==> config.mk <==
export PLATFORM = sky130hd
export DESIGN_NAME = cpu_top
export DESIGN_NICKNAME = d
export VERILOG_FILES = /design/src/hw/cpu_pkg.sv /design/src/hw/ex_bus_if.sv /design/src/hw/run_control.sv /design/src/hw/program_counter.sv /design/src/hw/instr_mem.sv /design/src/hw/reg_file.sv /design/src/hw/decode_stage.sv /design/src/hw/execute_stage.sv /design/src/hw/cpu_top.sv
export SDC_FILE = /design/constraint.sdc
export NUM_CORES = 2
export LEC_CHECK = 0
export BUFFER_PORTS_ARGS = -buffer_cell sky130_fd_sc_hd__clkbuf_2
export CAP_MARGIN = 20
export CORE_ASPECT_RATIO = 1.4
export CORE_MARGIN = 5
export CORE_UTILIZATION = 60
export CTS_BUF_LIST = sky130_fd_sc_hd__clkbuf_8 sky130_fd_sc_hd__clkbuf_16
export CTS_CLUSTER_DIAMETER = 40
export DETAILED_ROUTE_END_ITERATION = 10
export PLACE_DENSITY = 0.79
export SKIP_LAST_GASP = 1
export SLEW_MARGIN = 10
export SYNTH_ARGS = -nofsm -noshare
export SYNTH_HDL_FRONTEND = slang
export SYNTH_SLANG_ARGS = --single-unit
==> constraint.sdc <==
create_clock -name i_clock -period 9.65 [get_ports i_clock]
set_clock_uncertainty 0.15 [all_clocks]
set_input_delay 0.965 -clock i_clock [delete_from_list [all_inputs] [get_ports i_clock]]
set_output_delay 0.965 -clock i_clock [all_outputs]
set_load 0.05 [all_outputs]
==> src/hw/cpu_pkg.sv <==
package cpu_pkg;

    localparam int NB_DATA   = 32;
    localparam int NB_REG    = 5;
    localparam int NB_OPCODE = 6;

    typedef logic [NB_DATA-1:0] word_t;
    typedef logic [NB_REG-1:0]  reg_addr_t;
    typedef logic [NB_DATA-1:0] pc_t;      // Byte address
    typedef logic [3:0]         alu_op_t;

    localparam alu_op_t ALU_ADD = 4'd0;
    localparam alu_op_t ALU_SUB = 4'd1;
    localparam alu_op_t ALU_AND = 4'd2;
    localparam alu_op_t ALU_OR  = 4'd3;
    localparam alu_op_t ALU_XOR = 4'd4;
    localparam alu_op_t ALU_SLT = 4'd5;

    localparam logic [NB_OPCODE-1:0] OP_RTYPE = 6'd0;
    localparam logic [NB_OPCODE-1:0] OP_ADDI  = 6'd8;
    localparam logic [NB_OPCODE-1:0] OP_HALT  = 6'h3f;

    localparam logic [NB_OPCODE-1:0] FN_ADD = 6'd32;
    localparam logic [NB_OPCODE-1:0] FN_SUB = 6'd34;
    localparam logic [NB_OPCODE-1:0] FN_AND = 6'd36;
    localparam logic [NB_OPCODE-1:0] FN_OR  = 6'd37;
    localparam logic [NB_OPCODE-1:0] FN_XOR = 6'd38;
    localparam logic [NB_OPCODE-1:0] FN_SLT = 6'd42;

    typedef enum logic [1:0] {
        ST_IDLE,
        ST_RUN,
        ST_DRAIN,
        ST_HALT
    } run_state_t;

endpackage

==> src/hw/ex_bus_if.sv <==
`timescale 1ns/1ns

interface ex_bus_if;
    import cpu_pkg::*;

    logic      valid;
    alu_op_t   alu_op;
    word_t     operand_a;
    word_t     operand_b;
    logic      b_is_imm;
    reg_addr_t rs;
    reg_addr_t rt;
    reg_addr_t dest;
    logic      reg_write;

    modport decode (output valid, alu_op, operand_a, operand_b, b_is_imm, rs, rt, dest, reg_write);
    modport execute (input valid, alu_op, operand_a, operand_b, b_is_imm, rs, rt, dest, reg_write);

endinterface

==> src/hw/run_control.sv <==
`timescale 1ns/1ns

module run_control (
    input  logic i_clock,
    input  logic i_arst_n,
    input  logic i_start,
    input  logic i_halt_seen,
    input  logic i_im_write_enable,
    output logic o_run_start,
    output logic o_fetch_en,
    output logic o_im_we,
    output logic o_hlt
);
    import cpu_pkg::*;

    run_state_t state;
    logic       drain_cnt;
    logic       stopped;

    assign stopped     = (state == ST_IDLE) || (state == ST_HALT);
    assign o_run_start = i_start && stopped;
    assign o_fetch_en  = (state == ST_RUN) && !i_halt_seen;  // Stop on the HALT cycle itself
    assign o_im_we     = i_im_write_enable && stopped;
    assign o_hlt       = (state == ST_HALT);

    always_ff @(posedge i_clock or negedge i_arst_n) begin
        if (!i_arst_n) begin
            state     <= ST_IDLE;
            drain_cnt <= 1'b0;
        end else begin
            case (state)
                ST_IDLE, ST_HALT: begin
                    if (o_run_start) state <= ST_RUN;
                end
                ST_RUN: begin
                    if (i_halt_seen) begin
                        state     <= ST_DRAIN;
                        drain_cnt <= 1'b0;
                    end
                end
                ST_DRAIN: begin
                    drain_cnt <= 1'b1;
                    if (drain_cnt) state <= ST_HALT;  // Last write lands on the first drain edge
                end
                default: state <= ST_IDLE;
            endcase
        end
    end

endmodule

==> src/hw/program_counter.sv <==
`timescale 1ns/1ns

module program_counter #(
    parameter int IM_ADDR_W = 6
) (
    input  logic                 i_clock,
    input  logic                 i_arst_n,
    input  logic                 i_clear,
    input  logic                 i_enable,
    output cpu_pkg::pc_t         o_pc,
    output logic [IM_ADDR_W-1:0] o_im_index
);
    logic [IM_ADDR_W-1:0] next_index;

    assign o_im_index = o_pc[IM_ADDR_W+1:2];
    assign next_index = o_im_index + 1'b1;  // Wraps inside the memory

    always_ff @(posedge i_clock or negedge i_arst_n) begin
        if (!i_arst_n) begin
            o_pc <= '0;
        end else if (i_clear) begin
            o_pc <= '0;
        end else if (i_enable) begin
            o_pc <= cpu_pkg::pc_t'({next_index, 2'b00});
        end
    end

endmodule

==> src/hw/instr_mem.sv <==
`timescale 1ns/1ns

module instr_mem #(
    parameter int IM_ADDR_W = 6
) (
    input  logic                 i_clock,
    input  logic                 i_arst_n,
    input  logic                 i_we,
    input  logic [IM_ADDR_W-1:0] i_waddr,
    input  cpu_pkg::word_t       i_wdata,
    input  logic                 i_read_en,
    input  logic [IM_ADDR_W-1:0] i_raddr,
    output cpu_pkg::word_t       o_instr,
    output logic                 o_valid
);
    cpu_pkg::word_t mem [2**IM_ADDR_W];

    always_ff @(posedge i_clock) begin
        if (i_we) mem[i_waddr] <= i_wdata;
        if (i_read_en) o_instr <= mem[i_raddr];  // IF/ID instruction
    end

    always_ff @(posedge i_clock or negedge i_arst_n) begin
        if (!i_arst_n) o_valid <= 1'b0;
        else           o_valid <= i_read_en;
    end

endmodule

==> src/hw/reg_file.sv <==
`timescale 1ns/1ns

module reg_file (
    input  logic               i_clock,
    input  logic               i_arst_n,
    input  cpu_pkg::reg_addr_t i_rs,
    input  cpu_pkg::reg_addr_t i_rt,
    input  cpu_pkg::reg_addr_t i_dbg_addr,
    input  logic               i_we,
    input  cpu_pkg::reg_addr_t i_waddr,
    input  cpu_pkg::word_t     i_wdata,
    output cpu_pkg::word_t     o_rs_data,
    output cpu_pkg::word_t     o_rt_data,
    output cpu_pkg::word_t     o_dbg_data
);
    import cpu_pkg::*;

    word_t regs [32];

    // Same-cycle write is visible to the reader
    function automatic word_t read_port(reg_addr_t addr);
        if (addr == '0)                    return '0;
        else if (i_we && i_waddr == addr) return i_wdata;
        else                              return regs[addr];
    endfunction

    always_comb begin
        o_rs_data  = read_port(i_rs);
        o_rt_data  = read_port(i_rt);
        o_dbg_data = read_port(i_dbg_addr);
    end

    always_ff @(posedge i_clock or negedge i_arst_n) begin
        if (!i_arst_n) begin
            for (int i = 0; i < 32; i++) regs[i] <= '0;
        end else if (i_we && i_waddr != '0) begin
            regs[i_waddr] <= i_wdata;
        end
    end

endmodule

==> src/hw/decode_stage.sv <==
`timescale 1ns/1ns

module decode_stage (
    input  logic               i_clock,
    input  logic               i_arst_n,
    input  cpu_pkg::word_t     i_instr,
    input  logic               i_valid,
    input  cpu_pkg::word_t     i_rs_data,
    input  cpu_pkg::word_t     i_rt_data,
    output cpu_pkg::reg_addr_t o_rs,
    output cpu_pkg::reg_addr_t o_rt,
    output logic               o_halt_seen,
    ex_bus_if.decode           o_ex
);
    import cpu_pkg::*;

    logic [NB_OPCODE-1:0] opcode;
    logic [NB_OPCODE-1:0] funct;
    reg_addr_t            rd;
    word_t                imm_ext;
    alu_op_t              alu_op;
    logic                 legal;
    logic                 use_imm;
    reg_addr_t            dest;

    assign opcode      = i_instr[31:26];
    assign o_rs        = i_instr[25:21];
    assign o_rt        = i_instr[20:16];
    assign rd          = i_instr[15:11];
    assign funct       = i_instr[5:0];
    assign imm_ext     = {{(NB_DATA-16){i_instr[15]}}, i_instr[15:0]};
    assign o_halt_seen = i_valid && (opcode == OP_HALT);

    always_comb begin
        alu_op  = ALU_ADD;
        legal   = 1'b1;
        use_imm = 1'b0;
        dest    = rd;
        case (opcode)
            OP_RTYPE: begin
                case (funct)
                    FN_ADD:  alu_op = ALU_ADD;
                    FN_SUB:  alu_op = ALU_SUB;
                    FN_AND:  alu_op = ALU_AND;
                    FN_OR:   alu_op = ALU_OR;
                    FN_XOR:  alu_op = ALU_XOR;
                    FN_SLT:  alu_op = ALU_SLT;
                    default: legal  = 1'b0;
                endcase
            end
            OP_ADDI: begin
                use_imm = 1'b1;
                dest    = o_rt;
            end
            default: legal = 1'b0;  // HALT and unknown opcodes become bubbles
        endcase
    end

    always_ff @(posedge i_clock or negedge i_arst_n) begin
        if (!i_arst_n) o_ex.valid <= 1'b0;
        else           o_ex.valid <= i_valid && legal;
    end

    always_ff @(posedge i_clock) begin
        o_ex.alu_op    <= alu_op;
        o_ex.operand_a <= i_rs_data;
        o_ex.operand_b <= use_imm ? imm_ext : i_rt_data;
        o_ex.b_is_imm  <= use_imm;
        o_ex.rs        <= o_rs;
        o_ex.rt        <= o_rt;
        o_ex.dest      <= dest;
        o_ex.reg_write <= (dest != '0);  // r0 is never written
    end

endmodule

==> src/hw/execute_stage.sv <==
`timescale 1ns/1ns

module execute_stage (
    input  logic               i_clock,
    input  logic               i_arst_n,
    input  logic               i_clear_oe,
    ex_bus_if.execute          i_ex,
    output logic               o_wb_we,
    output cpu_pkg::reg_addr_t o_wb_addr,
    output cpu_pkg::word_t     o_wb_data,
    output logic               o_oe
);
    import cpu_pkg::*;

    localparam int MSB = NB_DATA - 1;

    logic  fwd_a;
    logic  fwd_b;
    word_t op_a;
    word_t op_b;
    word_t sum;
    word_t diff;
    word_t result;
    logic  ovf;

    // Previous slot result still sits in EX/WB
    assign fwd_a = o_wb_we && (o_wb_addr == i_ex.rs) && (i_ex.rs != '0);
    assign fwd_b = o_wb_we && (o_wb_addr == i_ex.rt) && (i_ex.rt != '0) && !i_ex.b_is_imm;
    assign op_a  = fwd_a ? o_wb_data : i_ex.operand_a;
    assign op_b  = fwd_b ? o_wb_data : i_ex.operand_b;
    assign sum   = op_a + op_b;
    assign diff  = op_a - op_b;

    always_comb begin
        result = sum;
        ovf    = 1'b0;
        case (i_ex.alu_op)
            ALU_ADD: ovf = (op_a[MSB] == op_b[MSB]) && (sum[MSB] != op_a[MSB]);
            ALU_SUB: begin
                result = diff;
                ovf    = (op_a[MSB] != op_b[MSB]) && (diff[MSB] != op_a[MSB]);
            end
            ALU_AND: result = op_a & op_b;
            ALU_OR:  result = op_a | op_b;
            ALU_XOR: result = op_a ^ op_b;
            ALU_SLT: result = word_t'($signed(op_a) < $signed(op_b));
            default: result = sum;
        endcase
    end

    always_ff @(posedge i_clock or negedge i_arst_n) begin
        if (!i_arst_n) begin
            o_wb_we <= 1'b0;
            o_oe    <= 1'b0;
        end else begin
            o_wb_we <= i_ex.valid && i_ex.reg_write && !ovf;
            if (i_clear_oe)            o_oe <= 1'b0;
            else if (i_ex.valid && ovf) o_oe <= 1'b1;  // Sticky until next start
        end
    end

    always_ff @(posedge i_clock) begin
        o_wb_addr <= i_ex.dest;
        o_wb_data <= result;
    end

endmodule

==> src/hw/cpu_top.sv <==
`timescale 1ns/1ns

module cpu_top #(
    parameter int IM_ADDR_W = 6
) (
    input  logic                 i_clock,
    input  logic                 i_arst_n,
    input  logic                 i_start,
    input  logic                 i_im_write_enable,
    input  logic [IM_ADDR_W-1:0] i_im_address,
    input  cpu_pkg::word_t       i_im_data,
    input  cpu_pkg::reg_addr_t   i_rb_address,
    output cpu_pkg::word_t       o_rb_data,
    output cpu_pkg::pc_t         o_pc_value,
    output logic                 o_hlt,
    output logic                 o_oe
);
    import cpu_pkg::*;

    logic                 run_start;
    logic                 fetch_en;
    logic                 im_we;
    logic                 halt_seen;
    logic [IM_ADDR_W-1:0] im_index;
    word_t                id_instr;
    logic                 id_valid;
    reg_addr_t            id_rs;
    reg_addr_t            id_rt;
    word_t                rs_data;
    word_t                rt_data;
    logic                 wb_we;
    reg_addr_t            wb_addr;
    word_t                wb_data;

    ex_bus_if ex_bus ();

    run_control u_run_control (
        .i_clock(i_clock), .i_arst_n(i_arst_n), .i_start(i_start),
        .i_halt_seen(halt_seen), .i_im_write_enable(i_im_write_enable),
        .o_run_start(run_start), .o_fetch_en(fetch_en), .o_im_we(im_we), .o_hlt(o_hlt));

    program_counter #(.IM_ADDR_W(IM_ADDR_W)) u_pc (
        .i_clock(i_clock), .i_arst_n(i_arst_n), .i_clear(run_start), .i_enable(fetch_en),
        .o_pc(o_pc_value), .o_im_index(im_index));

    instr_mem #(.IM_ADDR_W(IM_ADDR_W)) u_instr_mem (
        .i_clock(i_clock), .i_arst_n(i_arst_n), .i_we(im_we), .i_waddr(i_im_address),
        .i_wdata(i_im_data), .i_read_en(fetch_en), .i_raddr(im_index),
        .o_instr(id_instr), .o_valid(id_valid));

    reg_file u_reg_file (
        .i_clock(i_clock), .i_arst_n(i_arst_n), .i_rs(id_rs), .i_rt(id_rt),
        .i_dbg_addr(i_rb_address), .i_we(wb_we), .i_waddr(wb_addr), .i_wdata(wb_data),
        .o_rs_data(rs_data), .o_rt_data(rt_data), .o_dbg_data(o_rb_data));

    decode_stage u_decode (
        .i_clock(i_clock), .i_arst_n(i_arst_n), .i_instr(id_instr), .i_valid(id_valid),
        .i_rs_data(rs_data), .i_rt_data(rt_data), .o_rs(id_rs), .o_rt(id_rt),
        .o_halt_seen(halt_seen), .o_ex(ex_bus.decode));

    execute_stage u_execute (
        .i_clock(i_clock), .i_arst_n(i_arst_n), .i_clear_oe(run_start), .i_ex(ex_bus.execute),
        .o_wb_we(wb_we), .o_wb_addr(wb_addr), .o_wb_data(wb_data), .o_oe(o_oe));

endmodule

==> results by group <==
Layout
  – Reg area: 0.09086 mm²
  – Fraction of layout cells with a size suffix above 1: 42.46%
  – P&R area growth vs syn: 11.28%
  – Footprint of the multi-input gates: 0.05819 mm²
  – # fillers: 15600
  – Design Area, Final: 0.1689 mm²
  – Final #Nets: 8466
  – Post-layout util: 67.09%

Place
  – Cell Area, Placed: 0.1561 mm²
  – RePlAce Congestion: 0.9638
  – Post-DP HPWL: 242.3 mm
  – Port Buffer Count: 86

Power
  – Switching pwr: 13.10 mW
  – Power per cell area: 243.1 mW/mm²
  – Switching share of total power: 31.90%
  – Leakage dissipation: 62.12 nW
  – Worst vdd ir: 0.3441 mV
  – Flop pwr share: 38.1%
  – Combinational Power Share: 27.3%
  – Clk network pwr share: 34.6%
  – Int Power: 27.96 mW

Critical path
  – Critical path peak fanout: 32
  – Startpoint types: register
  – Crit Reg-Reg Startpoint: u_execute.o_wb_addr[3]
  – CP Data Required Time: 10.28 ns
  – Crit Path Class: register to register
  – Worst Setup End Kind: register
  – Crit path launch: u_execute.o_wb_addr[3]
  – CP arrival: 6.58 ns

Clocking
  – Worst-skew pair later-pin latency: 0.95 ns
  – CTS tree: done
  – Post-cts sizing count: 0
  – Hold_buf cts: 0
  – Clk root buf: clkbuf_16
  – CTS Buffer Depth: 4
  – Post-CTS setup buffers: 0
  – Reg clk slew, reported paths: 0.06 ns
  – # clock sinks: 3238
  – H-tree levels: 5
  – CTS Buf Count: 357

Die
  – Die W: 435.1 µm
  – Core area: 0.2518 mm²
  – Initial Util: 60.29%
  – Placement Rows: 218
  – Die area: 0.2633 mm²
  – I/O pin count: 113
  – Die Y: 605.1 µm

STA
  – Post-Route Setup TNS: 0 ns
  – RSZ-0062 raised after global routing: false
  – Slew HR: 15.75%
  – Worst Tran Pin Value: 1.256 ns
  – Fmax: 0.1683 GHz
  – Final Hold Vio Count: 0
  – Slew Viols, Final: 0
  – Endpoints failing setup: 0
  – Final worst path period share: 61.58%
  – Tmin final: 5.943 ns

Synthesis
  – Synth top area cells: edfxtp_1 41%, mux4_2 22%, dfrtp_1 17%
  – Yosys top cell area share: 41.15%
  – Seq/Total Area, Yosys: 59.84%
  – YS warnings: 0
  – Synthesized area per cell: 18.12 µm²
  – Post-synth EDFFs: 2080
  – Synth Register Bits: 3238
  – Main synth FF type: edfxtp_1
  – Async SR Flop Fraction: 32.03%
  – Mapped cell area: 0.1518 mm²
  – Count leader, synth: edfxtp_1
  – Unique masters post-synth: 82
  – Synth cell count leaders: 2080 x edfxtp_1, 1515 x mux4_2, 1062 x mux2_2
  – Dominant cell type by area after synthesis: edfxtp_1
  – Cells after synthesis: 8377

Detailed routing
  – # DRC: 0
  – Initial DRC count: 12260
  – Final ANT Viol Nets: 0
  – Via/cell ratio: 7.519
  – Final Routed Wirelength: 465.1 mm
  – Detailed Routing Iterations Pass 1: 6
  – Avg WL per Cell: 39.00 µm
  – Via count: 89670

Status
  – Status: finished, final reports clean

Global route
  – Grt total ovfl: 0
  – First-pass GRT wire length: 664.8 mm
  – Vias in the first global route: 92770
  – GR Util All Layers: 34.98%
  – Antenna violations before repair: 30
  – Pin count of the biggest net entering global routing: 192

Run
  – Maxcap violations: 0

Min path
  – Tightest Hold Check Type: primary input to async pin
## flip-flops by register name (all words and copies together) (netlist names), 2 cells and up
name,count
u_instr_mem.mem,2048
u_reg_file.regs,1024
u_decode.o_ex.operand_a,32
u_decode.o_ex.operand_b,32
u_execute.o_wb_data,32
u_instr_mem.o_instr,32
u_pc.o_pc,6
u_decode.o_ex.dest,5
u_decode.o_ex.rs,5
u_decode.o_ex.rt,5
u_execute.o_wb_addr,5
u_decode.o_ex.alu_op,3
u_run_control.state,2
## metal layers
layer  wire length, µm  global-route usage (%)
met2            232900                   58.59
met3             48110                   7.821
met1            152200                   42.52
met5               147                       0
met4             31750                   19.84
## cell families after synthesis
family	share of synthesized area [%]
compound gates	2.859
xor+xnor	0.2193
fa+ha+maj	0.8507
buf+inv	2.377
flops	59.84
mux	32.09
other cells	0.002471
simple gates	1.762
## worst max-delay path, cell delays in order (launching register included)
cell      delay [ns]
dfxtp_1         0.65
xor2_1          0.14
nor4_1          0.27
and3_2          0.90
mux2_2          0.44
inv_1           0.08
ha_1            0.19
inv_1           0.07
fa_1            0.45
nor2b_1         0.18
o211ai_1        0.39
a211oi_1        0.22
a211oi_2        0.61
o31a_1          0.23
o21ai_0         0.18
a21boi_0        0.32
o221ai_1        0.16
a21oi_1         0.17
## per-stage QoR
step	power [mW]	setup slack (ns)	hold slack, ns	std cells
4_1_cts	41.01	3.770	0.009608	11880
5_1_grt	42.32	3.264	0.04912	11920
3_5_place_dp	26.72	3.769	0.1621	11220
6_report	41.06	3.707	0.01146	11930
3_3_place_gp	26.52	3.664	0.1648	11220
2_1_floorplan	23.33	4.640	0.1596	8402
## power by group through the flow
stage	Clock (mW)	Combinational, mW	Sequential [mW]
after floorplan	0	7.68	15.7
after global placement	0	10.7	15.9
after detailed placement	0	10.8	15.9
after CTS	14.3	11.1	15.6
after global routing	15.0	11.7	15.7
final	14.2	11.2	15.6
## layout by cell type, fill, tap and decap left out, types with 137 or more instances in the layout
cell | synthesis | final
buf_4 | 27 | 201
clkbuf_16 | 0 | 362
dfrtp_1 | 1037 | 1031
edfxtp_1 | 2080 | 2080
inv_1 | 114 | 148
mux2_2 | 1062 | 1062
mux2i_1 | 262 | 262
mux4_2 | 1515 | 1515
nand2_1 | 165 | 150
nor2_1 | 308 | 225
o21ai_0 | 137 | 137
## path summary, 6_finish.rpt
kind / end / slack [ns] / depth (start not counted)
worst min-delay path: u_reg_file.regs[762] / 0.01 / 1
max in group asynchronous: u_reg_file.regs[619] / 7.03 / 3
worst min register to register: u_execute.o_wb_addr[4] / 0.18 / 0
min in group i_clock: u_execute.o_wb_addr[4] / 0.18 / 0
worst max-delay path: u_execute.o_wb_data[26] / 3.71 / 17
worst max register to register: u_execute.o_wb_data[26] / 3.71 / 17
## area by class of cell
type / instances / share of cell area, %
inverters: 117 / 0.2600
diodes: 10 / 0.01482
well taps: 3300 / 2.445
clock inverters: 281 / 1.704
multi-input cells: 4258 / 34.45
clock buffers: 377 / 5.486
repair buffers: 345 / 1.847
flip-flops and latches: 3238 / 53.79
No activity file was read; power rests on OpenSTA's default activity.
